[src/lora_soc_config.svh]
// ==============================
// Fixed constants of the LoRa node peripheral block
// Clock assumed 25 MHz so TICK_DIV gives a 1 us tick
// Slot values are 5 bits taken from word address bits 6..2
// ==============================
`ifndef LORA_SOC_CONFIG_SVH
`define LORA_SOC_CONFIG_SVH

// ============================
// Peripheral slots
// ============================
`define SLOT_GPIO_OUT   5'h00   // R/W GPIO output register
`define SLOT_GPIO_IN    5'h01   // R   pin state
`define SLOT_GPIO_SEL   5'h03   // R/W pin function select
`define SLOT_TIMER      5'h0C   // R/W microsecond countdown
`define SLOT_WDT        5'h0D   // R/W watchdog kick and remaining time
`define SLOT_SYSINFO    5'h0F   // R chip info, W soft reset key
`define SLOT_NONE       5'h1F   // Address outside the peripheral window

// Address bits 27..7 and 1..0 must match this for a peripheral access
`define PERIPH_BASE     23'h40_0000

// ============================
// Timing
// ============================
`define TICK_DIV        25      // Clocks per microsecond
`define RESET_HOLD      6'd32   // Cycles the internal reset stays low

// ============================
// System info and soft reset
// ============================
`define SOFT_RESET_KEY  8'hA5
`define CHIP_ID         8'h01
`define CHIP_VERSION    8'h10

// Pin levels with the GPIO select bit clear
// Bit 0 UART TX high, 1 radio reset high, 2 SCL released high, 3 MOSI low
// Bit 4 CS high, 5 SDA released high, 6 SCK low, 7 LED off
`define PIN_IDLE        8'b0011_0111

`endif

[src/lora_soc_pkg.sv]
// ==============================
// Vector types shared by the design and its testbench
// ==============================
package lora_soc_pkg;

    // Bus data word
    typedef logic [31:0] word_t;

    // Word address from the bus master
    typedef logic [27:0] addr_t;

    // Decoded peripheral slot, 1F means none
    typedef logic [4:0]  slot_t;

    // One bank of eight chip pins
    typedef logic [7:0]  pins_t;

    // Count of 1PPS rising edges
    typedef logic [15:0] pps_count_t;

    typedef logic [5:0]  hold_count_t;   // Reset hold, needs to reach 32
    typedef logic [4:0]  tick_count_t;   // Clock divider for the 1 us tick

endpackage

[src/periph_bus_if.sv]
// ==============================
// Decoded peripheral bus, combinational from the master side
// A write lasts one cycle and lands on the next rising edge
// ==============================
interface periph_bus_if;

    lora_soc_pkg::slot_t slot;    // Selected slot or 1F
    logic                wr;      // Any byte lane written
    logic                rd;      // Any byte lane read
    lora_soc_pkg::word_t wdata;   // Write data

    // Address decoder drives everything
    modport decoder (
        output slot,
        output wr,
        output rd,
        output wdata
    );

    // Peripherals only listen and match their own slot
    modport periph (
        input slot,
        input wr,
        input rd,
        input wdata
    );

endinterface

[src/periph_decode.sv]
// ==============================
// Slot decode and read-back mux, both combinational
// Unmapped slots and idle cycles read all ones
// ==============================
`include "lora_soc_config.svh"

module periph_decode (
    input  lora_soc_pkg::addr_t      i_addr,
    input  logic [1:0]               i_write_n,        // Active low lane enables
    input  logic [1:0]               i_read_n,
    input  lora_soc_pkg::word_t      i_wdata,
    periph_bus_if.decoder            bus,
    input  lora_soc_pkg::pins_t      i_gpio_out,
    input  lora_soc_pkg::pins_t      i_gpio_sel,
    input  lora_soc_pkg::pins_t      i_ui_pins,
    input  lora_soc_pkg::pins_t      i_uo_pins,
    input  lora_soc_pkg::word_t      i_timer_count,
    input  lora_soc_pkg::word_t      i_wdt_remaining,
    input  lora_soc_pkg::pps_count_t i_pps_count,
    output lora_soc_pkg::word_t      o_rdata
);

    lora_soc_pkg::word_t slot_rdata;   // Mux result before the read strobe
    logic                in_window;

    // ============================
    // Address decode
    // ============================
    assign in_window  = ({i_addr[27:7], i_addr[1:0]} == `PERIPH_BASE);
    assign bus.slot   = in_window ? i_addr[6:2] : `SLOT_NONE;
    assign bus.wr     = (i_write_n != 2'b11);
    assign bus.rd     = (i_read_n != 2'b11);
    assign bus.wdata  = i_wdata;

    // ============================
    // Read-back mux
    // ============================
    always_comb begin
        slot_rdata = '1;                                  // Dropped or unused slots
        case (bus.slot)
            `SLOT_GPIO_OUT: slot_rdata = {24'h0, i_gpio_out};
            `SLOT_GPIO_IN:  slot_rdata = {16'h0, i_uo_pins, i_ui_pins};  // Outputs in byte 1
            `SLOT_GPIO_SEL: slot_rdata = {24'h0, i_gpio_sel};
            `SLOT_TIMER:    slot_rdata = i_timer_count;
            `SLOT_WDT:      slot_rdata = i_wdt_remaining;
            `SLOT_SYSINFO:  slot_rdata = {i_pps_count, `CHIP_ID, `CHIP_VERSION};
            default:        slot_rdata = '1;
        endcase
    end

    // Bus floats high when nobody reads
    assign o_rdata = bus.rd ? slot_rdata : '1;

endmodule

[src/reset_ctrl.sv]
// ==============================
// Internal reset from the external pin, soft reset and watchdog
// Both triggers hold the internal reset low for 32+ cycles
// ==============================
`include "lora_soc_config.svh"

module reset_ctrl (
    input  logic          clk,
    input  logic          rst_reg_n,      // External reset, synchronous
    periph_bus_if.periph  bus,
    input  logic          i_wdt_reset,    // One-cycle request from watchdog
    output logic          o_int_rst_n
);

    lora_soc_pkg::hold_count_t hold_cnt;
    logic                      soft_reset;
    logic                      hold_trigger;

    // Key written to the system info slot
    assign soft_reset   = bus.wr && (bus.slot == `SLOT_SYSINFO)
                          && (bus.wdata[7:0] == `SOFT_RESET_KEY);
    assign hold_trigger = soft_reset || i_wdt_reset;

    // ============================
    // Hold counter
    // ============================
    always_ff @(posedge clk) begin
        if (!rst_reg_n) begin
            hold_cnt <= '0;
        end else if (hold_trigger) begin
            hold_cnt <= `RESET_HOLD;                // Retrigger restarts the hold
        end else if (hold_cnt != '0) begin
            hold_cnt <= hold_cnt - 1'b1;
        end
    end

    // Registered so every block sees a clean edge-aligned reset
    always_ff @(posedge clk) begin
        o_int_rst_n <= rst_reg_n && (hold_cnt == '0);
    end

endmodule

[src/timebase_sync.sv]
// ==============================
// 1 us tick, 1PPS edge counter and DIO1 synchronizer
// i_pps and i_dio1 are asynchronous pins
// ==============================
`include "lora_soc_config.svh"

module timebase_sync (
    input  logic                     clk,
    input  logic                     i_rst_n,
    input  logic                     i_pps,
    input  logic                     i_dio1,
    output logic                     o_tick_1us,
    output lora_soc_pkg::pps_count_t o_pps_count,
    output logic                     o_dio1_sync
);

    lora_soc_pkg::tick_count_t us_div;
    logic [1:0]                pps_sync;   // Two flops, bit 1 is safe
    logic                      pps_prev;
    logic [1:0]                dio1_sync;

    // ============================
    // Microsecond tick
    // ============================
    assign o_tick_1us = (us_div == lora_soc_pkg::tick_count_t'(`TICK_DIV - 1));

    always_ff @(posedge clk) begin
        if (!i_rst_n || o_tick_1us) begin
            us_div <= '0;                    // Wraps every TICK_DIV clocks
        end else begin
            us_div <= us_div + 1'b1;
        end
    end

    // ============================
    // Pin synchronizers and PPS counter
    // ============================
    always_ff @(posedge clk) begin
        if (!i_rst_n) begin
            pps_sync    <= 2'b00;
            pps_prev    <= 1'b0;
            dio1_sync   <= 2'b00;
            o_pps_count <= '0;
        end else begin
            pps_sync  <= {pps_sync[0], i_pps};
            pps_prev  <= pps_sync[1];
            dio1_sync <= {dio1_sync[0], i_dio1};
            if (pps_sync[1] && !pps_prev) begin
                o_pps_count <= o_pps_count + 1'b1;   // Rising edge only
            end
        end
    end

    assign o_dio1_sync = dio1_sync[1];   // Level irq, cleared at the radio

endmodule

[src/countdown_timer.sv]
// ==============================
// Microsecond countdown with sticky expiry irq
// A write to the timer slot reloads and clears the irq
// ==============================
`include "lora_soc_config.svh"

module countdown_timer (
    input  logic                clk,
    input  logic                i_rst_n,
    periph_bus_if.periph        bus,
    input  logic                i_tick_1us,
    output lora_soc_pkg::word_t o_count,
    output logic                o_irq
);

    logic load;

    assign load = bus.wr && (bus.slot == `SLOT_TIMER);

    always_ff @(posedge clk) begin
        if (!i_rst_n) begin
            o_count <= '0;
            o_irq   <= 1'b0;
        end else if (load) begin
            o_count <= bus.wdata;       // Load wins over a tick in the same cycle
            o_irq   <= 1'b0;
        end else if (i_tick_1us && (o_count != '0)) begin
            o_count <= o_count - 1'b1;
            // Expiry on the step from 1 to 0
            if (o_count == 32'd1) begin
                o_irq <= 1'b1;
            end
        end
    end

endmodule

[src/watchdog.sv]
// ==============================
// Watchdog counting microseconds down from each kick
// Kick value 0 disarms it, expiry pulses a reset request
// ==============================
`include "lora_soc_config.svh"

module watchdog (
    input  logic                clk,
    input  logic                i_rst_n,
    periph_bus_if.periph        bus,
    input  logic                i_tick_1us,
    output lora_soc_pkg::word_t o_remaining,
    output logic                o_wdt_reset
);

    logic kick;

    assign kick = bus.wr && (bus.slot == `SLOT_WDT);

    always_ff @(posedge clk) begin
        if (!i_rst_n) begin
            o_remaining <= '0;                  // Comes up disarmed
            o_wdt_reset <= 1'b0;
        end else begin
            o_wdt_reset <= 1'b0;                // Default is no request
            if (kick) begin
                o_remaining <= bus.wdata;
            end else if (i_tick_1us && (o_remaining != '0)) begin
                o_remaining <= o_remaining - 1'b1;
                if (o_remaining == 32'd1) begin
                    o_wdt_reset <= 1'b1;        // Single cycle pulse
                end
            end
        end
    end

endmodule

[src/gpio_pinmux.sv]
// ==============================
// GPIO output and select registers with the output pin mux
// A clear select bit shows the pin idle level
// ==============================
`include "lora_soc_config.svh"

module gpio_pinmux (
    input  logic                clk,
    input  logic                i_rst_n,
    periph_bus_if.periph        bus,
    output lora_soc_pkg::pins_t o_gpio_out,
    output lora_soc_pkg::pins_t o_gpio_sel,
    output lora_soc_pkg::pins_t o_uo_out
);

    lora_soc_pkg::pins_t idle_pins;

    assign idle_pins = `PIN_IDLE;

    // ============================
    // Registers
    // ============================
    always_ff @(posedge clk) begin
        if (!i_rst_n) begin
            o_gpio_out <= '0;
            o_gpio_sel <= '0;                       // All pins idle
        end else if (bus.wr) begin
            if (bus.slot == `SLOT_GPIO_OUT) begin
                o_gpio_out <= bus.wdata[7:0];
            end
            if (bus.slot == `SLOT_GPIO_SEL) begin
                o_gpio_sel <= bus.wdata[7:0];
            end
        end
    end

    // Per-pin choice between GPIO bit and idle level
    assign o_uo_out = (o_gpio_sel & o_gpio_out) | (~o_gpio_sel & idle_pins);

endmodule

[src/lora_soc_top.sv]
// ==============================
// Peripheral side of the LoRa node, plain bus ports
// Reads are combinational, writes complete in one cycle
// ui_in bit 0 is radio DIO1, bit 4 is the 1PPS pin
// ==============================
module lora_soc_top (
    input  logic                clk,
    input  logic                rst_reg_n,
    input  lora_soc_pkg::addr_t i_addr,
    input  logic [1:0]          i_write_n,
    input  logic [1:0]          i_read_n,
    input  lora_soc_pkg::word_t i_wdata,
    input  lora_soc_pkg::pins_t i_ui_in,
    output lora_soc_pkg::word_t o_rdata,
    output lora_soc_pkg::pins_t o_uo_out,
    output logic [1:0]          o_irq      // Bit 1 timer, bit 0 DIO1
);

    logic                     int_rst_n;
    logic                     tick_1us;
    logic                     wdt_reset;
    lora_soc_pkg::pps_count_t pps_count;
    lora_soc_pkg::word_t      timer_count;
    lora_soc_pkg::word_t      wdt_remaining;
    lora_soc_pkg::pins_t      gpio_out;
    lora_soc_pkg::pins_t      gpio_sel;

    periph_bus_if u_bus ();

    periph_decode u_decode (
        .i_addr          (i_addr),
        .i_write_n       (i_write_n),
        .i_read_n        (i_read_n),
        .i_wdata         (i_wdata),
        .bus             (u_bus.decoder),
        .i_gpio_out      (gpio_out),
        .i_gpio_sel      (gpio_sel),
        .i_ui_pins       (i_ui_in),
        .i_uo_pins       (o_uo_out),
        .i_timer_count   (timer_count),
        .i_wdt_remaining (wdt_remaining),
        .i_pps_count     (pps_count),
        .o_rdata         (o_rdata)
    );

    reset_ctrl u_reset (
        .clk         (clk),
        .rst_reg_n   (rst_reg_n),
        .bus         (u_bus.periph),
        .i_wdt_reset (wdt_reset),
        .o_int_rst_n (int_rst_n)
    );

    timebase_sync u_timebase (
        .clk         (clk),
        .i_rst_n     (int_rst_n),
        .i_pps       (i_ui_in[4]),
        .i_dio1      (i_ui_in[0]),
        .o_tick_1us  (tick_1us),
        .o_pps_count (pps_count),
        .o_dio1_sync (o_irq[0])
    );

    countdown_timer u_timer (
        .clk        (clk),
        .i_rst_n    (int_rst_n),
        .bus        (u_bus.periph),
        .i_tick_1us (tick_1us),
        .o_count    (timer_count),
        .o_irq      (o_irq[1])
    );

    watchdog u_wdt (
        .clk         (clk),
        .i_rst_n     (int_rst_n),
        .bus         (u_bus.periph),
        .i_tick_1us  (tick_1us),
        .o_remaining (wdt_remaining),
        .o_wdt_reset (wdt_reset)
    );

    gpio_pinmux u_gpio (
        .clk        (clk),
        .i_rst_n    (int_rst_n),
        .bus        (u_bus.periph),
        .o_gpio_out (gpio_out),
        .o_gpio_sel (gpio_sel),
        .o_uo_out   (o_uo_out)
    );

endmodule

[config.mk]
export PLATFORM = sky130hd
export DESIGN_NAME = lora_soc_top
export DESIGN_NICKNAME = d
export VERILOG_FILES = /design/src/lora_soc_pkg.sv /design/src/periph_bus_if.sv /design/src/periph_decode.sv /design/src/reset_ctrl.sv /design/src/timebase_sync.sv /design/src/countdown_timer.sv /design/src/watchdog.sv /design/src/gpio_pinmux.sv /design/src/lora_soc_top.sv
export VERILOG_INCLUDE_DIRS = /design/src /design/src/src
export SDC_FILE = /design/constraint.sdc
export NUM_CORES = 1
export LEC_CHECK = 0
export ABC_AREA = 1
export BUFFER_PORTS_ARGS = -buffer_cell sky130_fd_sc_hd__buf_2
export CORE_MARGIN = 2
export CORE_UTILIZATION = 56
export CTS_BUF_LIST = sky130_fd_sc_hd__clkbuf_16
export CTS_CLUSTER_DIAMETER = 60
export DETAILED_ROUTE_END_ITERATION = 10
export GPL_TIMING_DRIVEN = 0
export HOLD_SLACK_MARGIN = 0.1
export PLACE_DENSITY = 0.78
export SYNTH_ARGS = -nofsm -noshare
export SYNTH_HDL_FRONTEND = slang
export SYNTH_SLANG_ARGS = --single-unit
[constraint.sdc]
create_clock -name clk -period 3.95 [get_ports clk]
set_input_delay 0.5925 -clock clk [delete_from_list [all_inputs] [get_ports clk]]
set_output_delay 0.5925 -clock clk [all_outputs]
set_load 0.01 [all_outputs]
==> flow_summary.json, run 1 <==
{
  "critPathMaxFanout": 10,
  "first_pass_iters": 7,
  "cts-root-buf": "clkbuf_16",
  "dp_hpwl_mm": 26.2,
  "h-tree-depth": 4,
  "dieWidth_um": 128,
  "setup_viol": 0,
  "die_height_um": 128,
  "synth_edf_count": 0,
  "worst_hold_path_type": "in2reg",
  "core_area_um2": 15100,
  "synthToLayoutAreaGrowth_pct": 16.1,
  "fmax_ghz": 0.304,
  "start_util_pct": 57.2,
  "drv_slew": 0,
  "synthXorXnorAreaFrac_pct": 2.22,
  "synth_top_family_by_area": "simple AND/OR/NAND/NOR gates",
  "synth_seq_area_share_pct": 26.6,
  "start_kind": "input pin",
  "maxSlewHeadroom_pct": 42.1,
  "finalWeightedCongestion": 1.04,
  "post_cts_resize_count": 0,
  "yosysTopAreaCell": "dfxtp_1",
  "period_share_pct": 83.3,
  "drt_iter0_markers": 1646,
  "clk_latency_ps": 440,
  "avgSynthCellArea_um2": 5.88,
  "vias_per_cell": 5.92,
  "wire_per_inst_um": 18.5,
  "num_antenna_cells": 0,
  "synth_area_um2": 8670,
  "die_area_um2": 16500,
  "path_buf_inv": 3,
  "syn_inst": 1474,
  "synthesis.nets": 1556,
  "worstSetupPathType": "in2out",
  "muxShareOfSynthArea_pct": 0,
  "synth-compound-area-share_pct": 9.37,
  "crit_family": "simple AND/OR/NAND/NOR gates",
  "drt_wl_total_mm": 33.5,
  "yosysWarnings": 0,
  "nFillCells": 1485,
  "grt_use_total_pct": 40.5,
  "grt_pass1_wl_mm": 50.4,
  "ys.flop_type": "dfxtp_1",
  "grt_pass1_vias": 9201,
  "end_kind": "output port",
  "async_flop_share_pct": 0,
  "synth_common_cells": "332 x nand2_1, 264 x nand3_1, 197 x inv_1",
  "synthTopCellsByArea": "dfxtp_1 27%, nand3_1 15%, nand2_1 14%",
  "rsz0062_at_grt": "no",
  "power.leakage_nw": 5.01,
  "grt_start_max_net_pins": 17,
  "io_buffers": 115,
  "io_pins": 116,
  "fin_skew_ps": 8.68,
  "cts_hold_buf": 0,
  "slowest_stage": "o21ai_0",
  "via_count": 10710,
  "rows": 45,
  "max_cap_violations": 0,
  "multi_input_area_um2": 5200,
  "cts_buffers": 17,
  "power_density_nw_per_um2": 331,
  "worstPathArrival_ps": 2700,
  "finalHoldViolCount": 0,
  "cts_buffer_depth": 2,
  "yosysTopAreaCellShare_pct": 26.6,
  "grt-ovfl-total": 0,
  "worst_slew_pin_slew_ps": 869,
  "tns_ps": 0,
  "outcome": "finished clean",
  "route.detailed.drc": 0,
  "crit_chain": "buf_2 > nor2_1 > nand4_1 > nor3_2 > nand2_1 > clkbuf_1 > o21ai_0 > nor2_1 > nand2_1 > buf_2",
  "synth_cell_types": 39,
  "synth_fa_ha_area_share_pct": 1.15,
  "antenna_found_initial": 0,
  "min_period_ps": 3290,
  "cts_tree": "yes",
  "synth.most_common_cell": "nand2_1",
  "drive_above_1_share_pct": 13.9,
  "hold-worst-slack_ps": 365,
  "ys_ff_latch": 115,
  "crit_path_max_incr_delay_ps": 620,
  "clock_sinks": 115,
  "clkTransAtPathRegs_ps": 60,
  "worst_ep_required_time_ps": 3360,
  "seq_area_um2": 2300,
  "ir_drop_mv": 0.301,
  "nNetsFinal": 1690,
  "cts_setup_buffers": 0,
  "synth_simple_gate_area_share_pct": 47.2,
  "final_antenna_net_count": 0
}
flip-flops by register name, summed over array words and instances (netlist names):
name                    cells
u_timebase.o_pps_count     16
u_gpio.o_gpio_sel           8
u_timebase.pps_sync         2
u_reset.hold_cnt            6
u_timebase.pps_prev         1
u_timebase.dio1_sync        2
u_reset.o_int_rst_n         1
u_gpio.o_gpio_out           8
u_wdt.o_remaining          32
u_timer.o_irq               1
u_timebase.us_div           5
u_timer.o_count            32
u_wdt.o_wdt_reset           1
cells in the final DEF (no fill, tap or decap), drive strengths merged:
cell        n
a21oi      40
a31oi       2
buf       161
bufinv      2
clkbuf     43
clkinv      5
clkinvlp    4
dfxtp     115
ha          8
inv       206
nand2     339
nand3     267
nand3b      6
nand4      60
nor2      206
nor3       15
nor4        5
o211ai      2
o21a        3
o21ai     107
o21bai      2
or2         1
xnor2       7
xor2       15
stage by stage:
step	util [%]	std cells	total power, W	area, µm²	setup slack (ps)
final	66.4	1809	0.00333	10100	661
after global routing	66.4	1809	0.00344	10100	577
after CTS	66.4	1809	0.00332	10100	789
after detailed placement	62.6	1777	0.00179	9480	787
after global placement	62.6	1777	0.00178	9480	793
after floorplan	-	1474	0.00159	8670	1570
worst reg2reg max path: stages, from the launching register on:
cell	delay [ps]
dfxtp_1	310
clkbuf_1	460
clkbuf_1	720
buf_1	560
nand2_1	130
inv_1	80
logic make-up after synthesis:
kind of cell	after synthesis
AOI/OAI and AO/OA	156
xor gates and xnor gates	22
adders and majority gates	8
buffers and inverters	274
DFF	115
and+or+nand+nor	899
layer usage:
layer  share of wire (%)  global-route usage, %  up-vias
li1                    -                      -     5065
met4                 4.7                   20.6        0
met3                  13                   7.98      119
met1                  41                   55.7     4781
met2                  42                   60.3      745
met5                   0                      0        -
final timing paths:
| path | startpoint | endpoint | slack, ps | cells past startpoint |
|---|---|---|---|---|
| worst max-delay path | i_addr[8] | o_rdata[15] | 660 | 10 |
| worst min-delay path | i_ui_in[4] | u_timebase.pps_sync[0] | 370 | 3 |
| worst max register to register | u_reset.o_int_rst_n | u_timer.o_count[15] | 1640 | 5 |
| worst min register to register | u_timebase.dio1_sync[0] | u_timebase.dio1_sync[1] | 420 | 2 |
final cells by class:
cell class,count,area share (%)
Multi-Input combinational cell,1085,51.6
Sequential cell,115,22.9
Inverter,202,7.54
Timing Repair Buffer,115,5.72
Clock buffer,17,4.23
Buffer,72,4.10
Tap cell,188,2.34
Clock inverter,15,1.55
power by group:
part	total (W)	switching, W	internal [W]
Combinational	0.000547	0.000391	0.000156
Clock	0.00155	0.000621	0.000930
Sequential	0.00124	0.0000296	0.00121
Note: power is estimated with default switching activity, not from simulation.
==> inputs of run 2 (changes only) <==
--- a/config.mk
+++ b/config.mk
@@ -9,13 +9,13 @@
 export ABC_AREA = 1
 export BUFFER_PORTS_ARGS = -buffer_cell sky130_fd_sc_hd__buf_2
 export CORE_MARGIN = 2
-export CORE_UTILIZATION = 56
+export CORE_UTILIZATION = 53
 export CTS_BUF_LIST = sky130_fd_sc_hd__clkbuf_16
 export CTS_CLUSTER_DIAMETER = 60
 export DETAILED_ROUTE_END_ITERATION = 10
 export GPL_TIMING_DRIVEN = 0
 export HOLD_SLACK_MARGIN = 0.1
-export PLACE_DENSITY = 0.78
+export PLACE_DENSITY = 0.77
 export SYNTH_ARGS = -nofsm -noshare
 export SYNTH_HDL_FRONTEND = slang
 export SYNTH_SLANG_ARGS = --single-unit
==> constraint.sdc (replaced) <==
create_clock -name clk -period 2.7 [get_ports clk]
set_input_delay 0.405 -clock clk [delete_from_list [all_inputs] [get_ports clk]]
set_output_delay 0.405 -clock clk [all_outputs]
set_load 0.01 [all_outputs]
==> flow_summary.json, run 2 (synthesis gave the netlist of run 1 again) <==
{
  "outcome": "finished clean",
  "dp_hpwl_mm": 25.8,
  "multi_input_area_um2": 5280,
  "grt_pass1_vias": 9045,
  "grt_use_total_pct": 37.1,
  "io_buffers": 115,
  "drt_iter0_markers": 1372,
  "vias_per_cell": 5.76,
  "clock_sinks": 115,
  "max_cap_violations": 0,
  "fmax_ghz": 0.376,
  "power.leakage_nw": 5.08,
  "num_antenna_cells": 0,
  "final_antenna_net_count": 0,
  "hold-worst-slack_ps": 179,
  "ir_drop_mv": 0.436,
  "min_period_ps": 2660,
  "power_density_nw_per_um2": 476,
  "worst_hold_path_type": "in2reg",
  "grt_start_max_net_pins": 17,
  "critPathMaxFanout": 10,
  "clk_latency_ps": 430,
  "start_kind": "input pin",
  "r2r_setup_slack_ps": 430,
  "fin_area_um2": 10300,
  "worst_slew_pin_slew_ps": 779,
  "drt_wl_total_mm": 33.5,
  "rows": 46,
  "route.detailed.drc": 0,
  "start_util_pct": 54.4,
  "cts_buffers": 17,
  "grt-ovfl-total": 0,
  "fin_skew_ps": 4.71,
  "finalHoldViolCount": 0,
  "worstSetupPathType": "in2out",
  "end_kind": "output port",
  "crit_chain": "buf_2 > nor3_2 > buf_2 > clkbuf_2 > nand3_1 > o21ai_1 > nor2_1 > nand2_1 > buf_2",
  "core_area_um2": 15900,
  "worstPathArrival_ps": 2250,
  "wire_per_inst_um": 18.2,
  "worst_ep_required_time_ps": 2300,
  "setup_viol": 0,
  "cts_hold_buf": 0,
  "post-route-util_pct": 64.3,
  "grt_pass1_wl_mm": 50.3,
  "antenna_found_initial": 0,
  "crit_path_max_incr_delay_ps": 380,
  "drive_above_1_share_pct": 15.6,
  "die_area_um2": 17400,
  "layout_common_cells": "330 x nand2_1, 264 x nand3_1, 197 x inv_1",
  "clkTransAtPathRegs_ps": 60,
  "nFillCells": 1565,
  "reg.largest.list": "u_timer.o_count: 32 flops, u_wdt.o_remaining: 32 flops, u_timebase.o_pps_count: 16 flops",
  "synthToLayoutAreaGrowth_pct": 18.3,
  "cts-root-buf": "clkbuf_16",
  "cts_tree": "yes",
  "placed_area_um2": 9520,
  "final_common_cell": "nand2_1",
  "slowest_stage": "clkbuf_2",
  "nNetsFinal": 1694,
  "via_count": 10609,
  "crit_top_cell": "buf_2",
  "dieWidth_um": 132,
  "rsz0062_at_grt": "yes",
  "period_share_pct": 98.5,
  "seq_area_um2": 2300,
  "finalWeightedCongestion": 1.04,
  "drv_slew": 0,
  "cts_buffer_depth": 2,
  "maxSlewHeadroom_pct": 48.1,
  "first_pass_iters": 6,
  "die_height_um": 132,
  "io_pins": 116,
  "h-tree-depth": 4
}
## run 2: metal layers
metal	vias up	routed length (µm)	track usage [%]
li1	5059	-	-
met1	4751	13800	51.3
met5	-	0	0
met3	109	4350	8.73
met2	690	13900	55.2
met4	0	1450	16.2
## run 2: repair_timing
action                     CTS  global route
resized for setup           19            49
cloned                       0             1
buffers inserted             0             3
setup endpoints to repair   20            30
pin swaps                    1             3
## run 2: worst max-delay path: cells and delay by family
kind,cells,cell delay (ps)
buffers and inverters,4,1000
AO/OA/AOI/OAI,1,160
AND/OR/NAND/NOR,4,680
## run 2: final timing paths
check                            end  cells after the start              startpoint
max                      o_rdata[18]                      9               i_addr[2]
max reg2reg       u_timer.o_count[0]                     12      u_timer.o_count[0]
min reg2reg   u_timebase.pps_sync[1]                      2  u_timebase.pps_sync[0]
min          u_timebase.dio1_sync[0]                      3              i_ui_in[0]
## run 2: final cells by class
class                      instances  area share [%]
multi-input combinational       1085            51.5
sequential                       115            22.5
inverter                         202            7.39
timing repair buffer             119            5.88
buffer                            72            4.43
clock buffer                      17            4.15
tap                              216            2.64
clock inverter                    15            1.54
## run 2: power breakdown
part / switching (W) / total [W] / internal (W)
sequential: 0.0000435 / 0.00181 / 0.00176
combinational: 0.000575 / 0.000803 / 0.000228
clock: 0.000910 / 0.00227 / 0.00136
total: 0.00153 / 0.00488 / 0.00335
## run 2: through the flow
step | setup slack [ps] | TNS (ps) | power [W] | instances
floorplan | 691 | 0 | 0.00232 | 1474
CTS | -18.2 | -40.2 | 0.00485 | 1837
detailed placement | -152 | -1600 | 0.00262 | 1805
global route | -33.8 | -45.3 | 0.00503 | 1841
finish | 40.4 | 0 | 0.00488 | 1841
global placement | -143 | -1190 | 0.00260 | 1805
==> inputs of run 3 (changes only) <==
--- a/config.mk
+++ b/config.mk
@@ -8,8 +8,9 @@
 export LEC_CHECK = 0
 export ABC_AREA = 1
 export BUFFER_PORTS_ARGS = -buffer_cell sky130_fd_sc_hd__buf_2
+export CAP_MARGIN = 0
 export CORE_MARGIN = 2
-export CORE_UTILIZATION = 53
+export CORE_UTILIZATION = 55
 export CTS_BUF_LIST = sky130_fd_sc_hd__clkbuf_16
 export CTS_CLUSTER_DIAMETER = 60
 export DETAILED_ROUTE_END_ITERATION = 10
==> constraint.sdc (replaced) <==
create_clock -name clk -period 3.35 [get_ports clk]
set_input_delay 0.5025 -clock clk [delete_from_list [all_inputs] [get_ports clk]]
set_output_delay 0.5025 -clock clk [all_outputs]
set_load 0.01 [all_outputs]
==> flow_summary.json, run 3 (synthesis gave the netlist of run 1 again) <==
{
  "nNetsFinal": 1690,
  "grt_use_total_pct": 39.8,
  "die_height_um": 130,
  "vias_per_cell": 5.84,
  "start_kind": "input pin",
  "outcome": "finished clean",
  "die_area_um2": 16800,
  "final_antenna_net_count": 0,
  "power.leakage_nw": 5.02,
  "reg.largest.list": "u_timer.o_count: 32 flops, u_wdt.o_remaining: 32 flops, u_timebase.o_pps_count: 16 flops",
  "dieWidth_um": 130,
  "drt_iter0_markers": 1379,
  "core_area_um2": 15300,
  "cts_hold_buf": 0,
  "min_from": "rst_reg_n",
  "power_density_nw_per_um2": 398,
  "antenna_found_initial": 0,
  "ir_drop_mv": 0.382,
  "finalHoldViolCount": 0,
  "grt_start_max_net_pins": 17,
  "clkTransAtPathRegs_ps": 60,
  "rr_endpoint": "u_timer.o_count[23]",
  "instances_no_fill": 1832,
  "cts-root-buf": "clkbuf_16",
  "setup_viol": 0,
  "io_pins": 116,
  "grt_pass1_vias": 9471,
  "worst_ep_required_time_ps": 2850,
  "r2r_setup_slack_ps": 1080,
  "grt-ovfl-total": 0,
  "end_kind": "output port",
  "rows": 45,
  "cts_buffers": 17,
  "drive_above_1_share_pct": 13.9,
  "worst_hold_path_type": "in2reg",
  "finalWeightedCongestion": 1.04,
  "post_cts_resize_count": 0,
  "num_antenna_cells": 0,
  "h-tree-depth": 4,
  "period_share_pct": 92.7,
  "fmax_ghz": 0.322,
  "cts_setup_buffers": 0,
  "maxSlewHeadroom_pct": 41.8,
  "reg2reg_depth": 12,
  "final_common_cell": "nand2_1",
  "critPathMaxFanout": 10,
  "io_buffers": 115,
  "min_period_ps": 3100,
  "worstHoldEndpoint": "u_reset.hold_cnt[5]",
  "fin_skew_ps": 5.31,
  "wire_per_inst_um": 18.3,
  "grt_pass1_wl_mm": 50.6,
  "dp_hpwl_mm": 26.3,
  "drv_slew": 0,
  "cts_tree": "yes",
  "r2r-start": "u_timer.o_count[0]",
  "synthToLayoutAreaGrowth_pct": 16.7,
  "drt_wl_total_mm": 33.5,
  "worst_slew_pin_slew_ps": 873,
  "worstPathArrival_ps": 2600,
  "cts_buffer_depth": 2,
  "clk_latency_ps": 430,
  "place_inst": 1800,
  "clock_sinks": 115,
  "tns_ps": 0,
  "rsz0062_at_grt": "no",
  "worstSetupPathType": "in2out",
  "start_util_pct": 56.6,
  "p_total_w": 0.00402,
  "max_cap_violations": 0,
  "layout_common_cells": "332 x nand2_1, 264 x nand3_1, 197 x inv_1",
  "route.detailed.drc": 0,
  "first_pass_iters": 6,
  "hold-worst-slack_ps": 281,
  "holdPathStages": 3,
  "via_count": 10705
}
-- run 3: cell types whose count changed in the layout (fill, tap and decap cells not counted), sizes merged --
cell / delta
inv: +1
buf: -6
clkinvlp: -2
clkbuf: +2
bufinv: +1
-- run 3: worst max-delay path, cell delays in order --
cell and delay, ps:
buf_2 120, nor3_2 360, buf_2 360, clkbuf_1 580, nand3_1 130, o21ai_0 190, nor2_1 90, nand2_1 100
buf_2 140
-- run 3: final cells by class --
type | count | area, µm²
fillers | 1535 | 5200
clock inverters | 15 | 181
repair buffers | 115 | 576
plain buffers | 72 | 413
well taps | 211 | 264
inverters | 202 | 758
multi-input cells | 1085 | 5200
flip-flops and latches | 115 | 2300
clock buffers | 17 | 425
-- run 3: metrics by stage --
stage | setup WS [ps] | area [µm²] | util (%)
2_1_floorplan | 1150 | 8670 | -
3_3_place_gp | 346 | 9510 | 62.1
3_5_place_dp | 334 | 9510 | 62.1
4_1_cts | 326 | 10100 | 66.1
5_1_grt | 163 | 10100 | 66.1
6_report | 245 | 10100 | 66.1
-- run 3: how the worst max path moves through the flow --
stage	end	cells after the start	start
5_1_grt	o_rdata[29]	12	i_addr[14]
2_1_floorplan	o_rdata[11]	8	i_addr[8]
6_report	o_rdata[19]	9	i_addr[2]
4_1_cts	o_rdata[19]	9	i_addr[2]
3_5_place_dp	o_rdata[19]	9	i_addr[2]
3_3_place_gp	o_rdata[19]	9	i_addr[2]
-- run 3: power by group --
group	switching [W]	internal (W)	leakage, nW
Sequential	0.0000361	0.00142	0.928
Combinational	0.000471	0.000185	3.81
Clock	0.000734	0.00117	0.284
Total	0.00124	0.00278	5.02
-- run 3: layer usage --
metal / vias up / GRT usage (%) / part of all wire (%) / wire length (µm)
li1: 5054 / - / - / -
met1: 4747 / 52.9 / 40 / 13400
met2: 774 / 59.4 / 41 / 13700
met3: 130 / 8.63 / 13 / 4460
met4: 0 / 23.8 / 5.8 / 1930
met5: - / 0 / 0 / 0
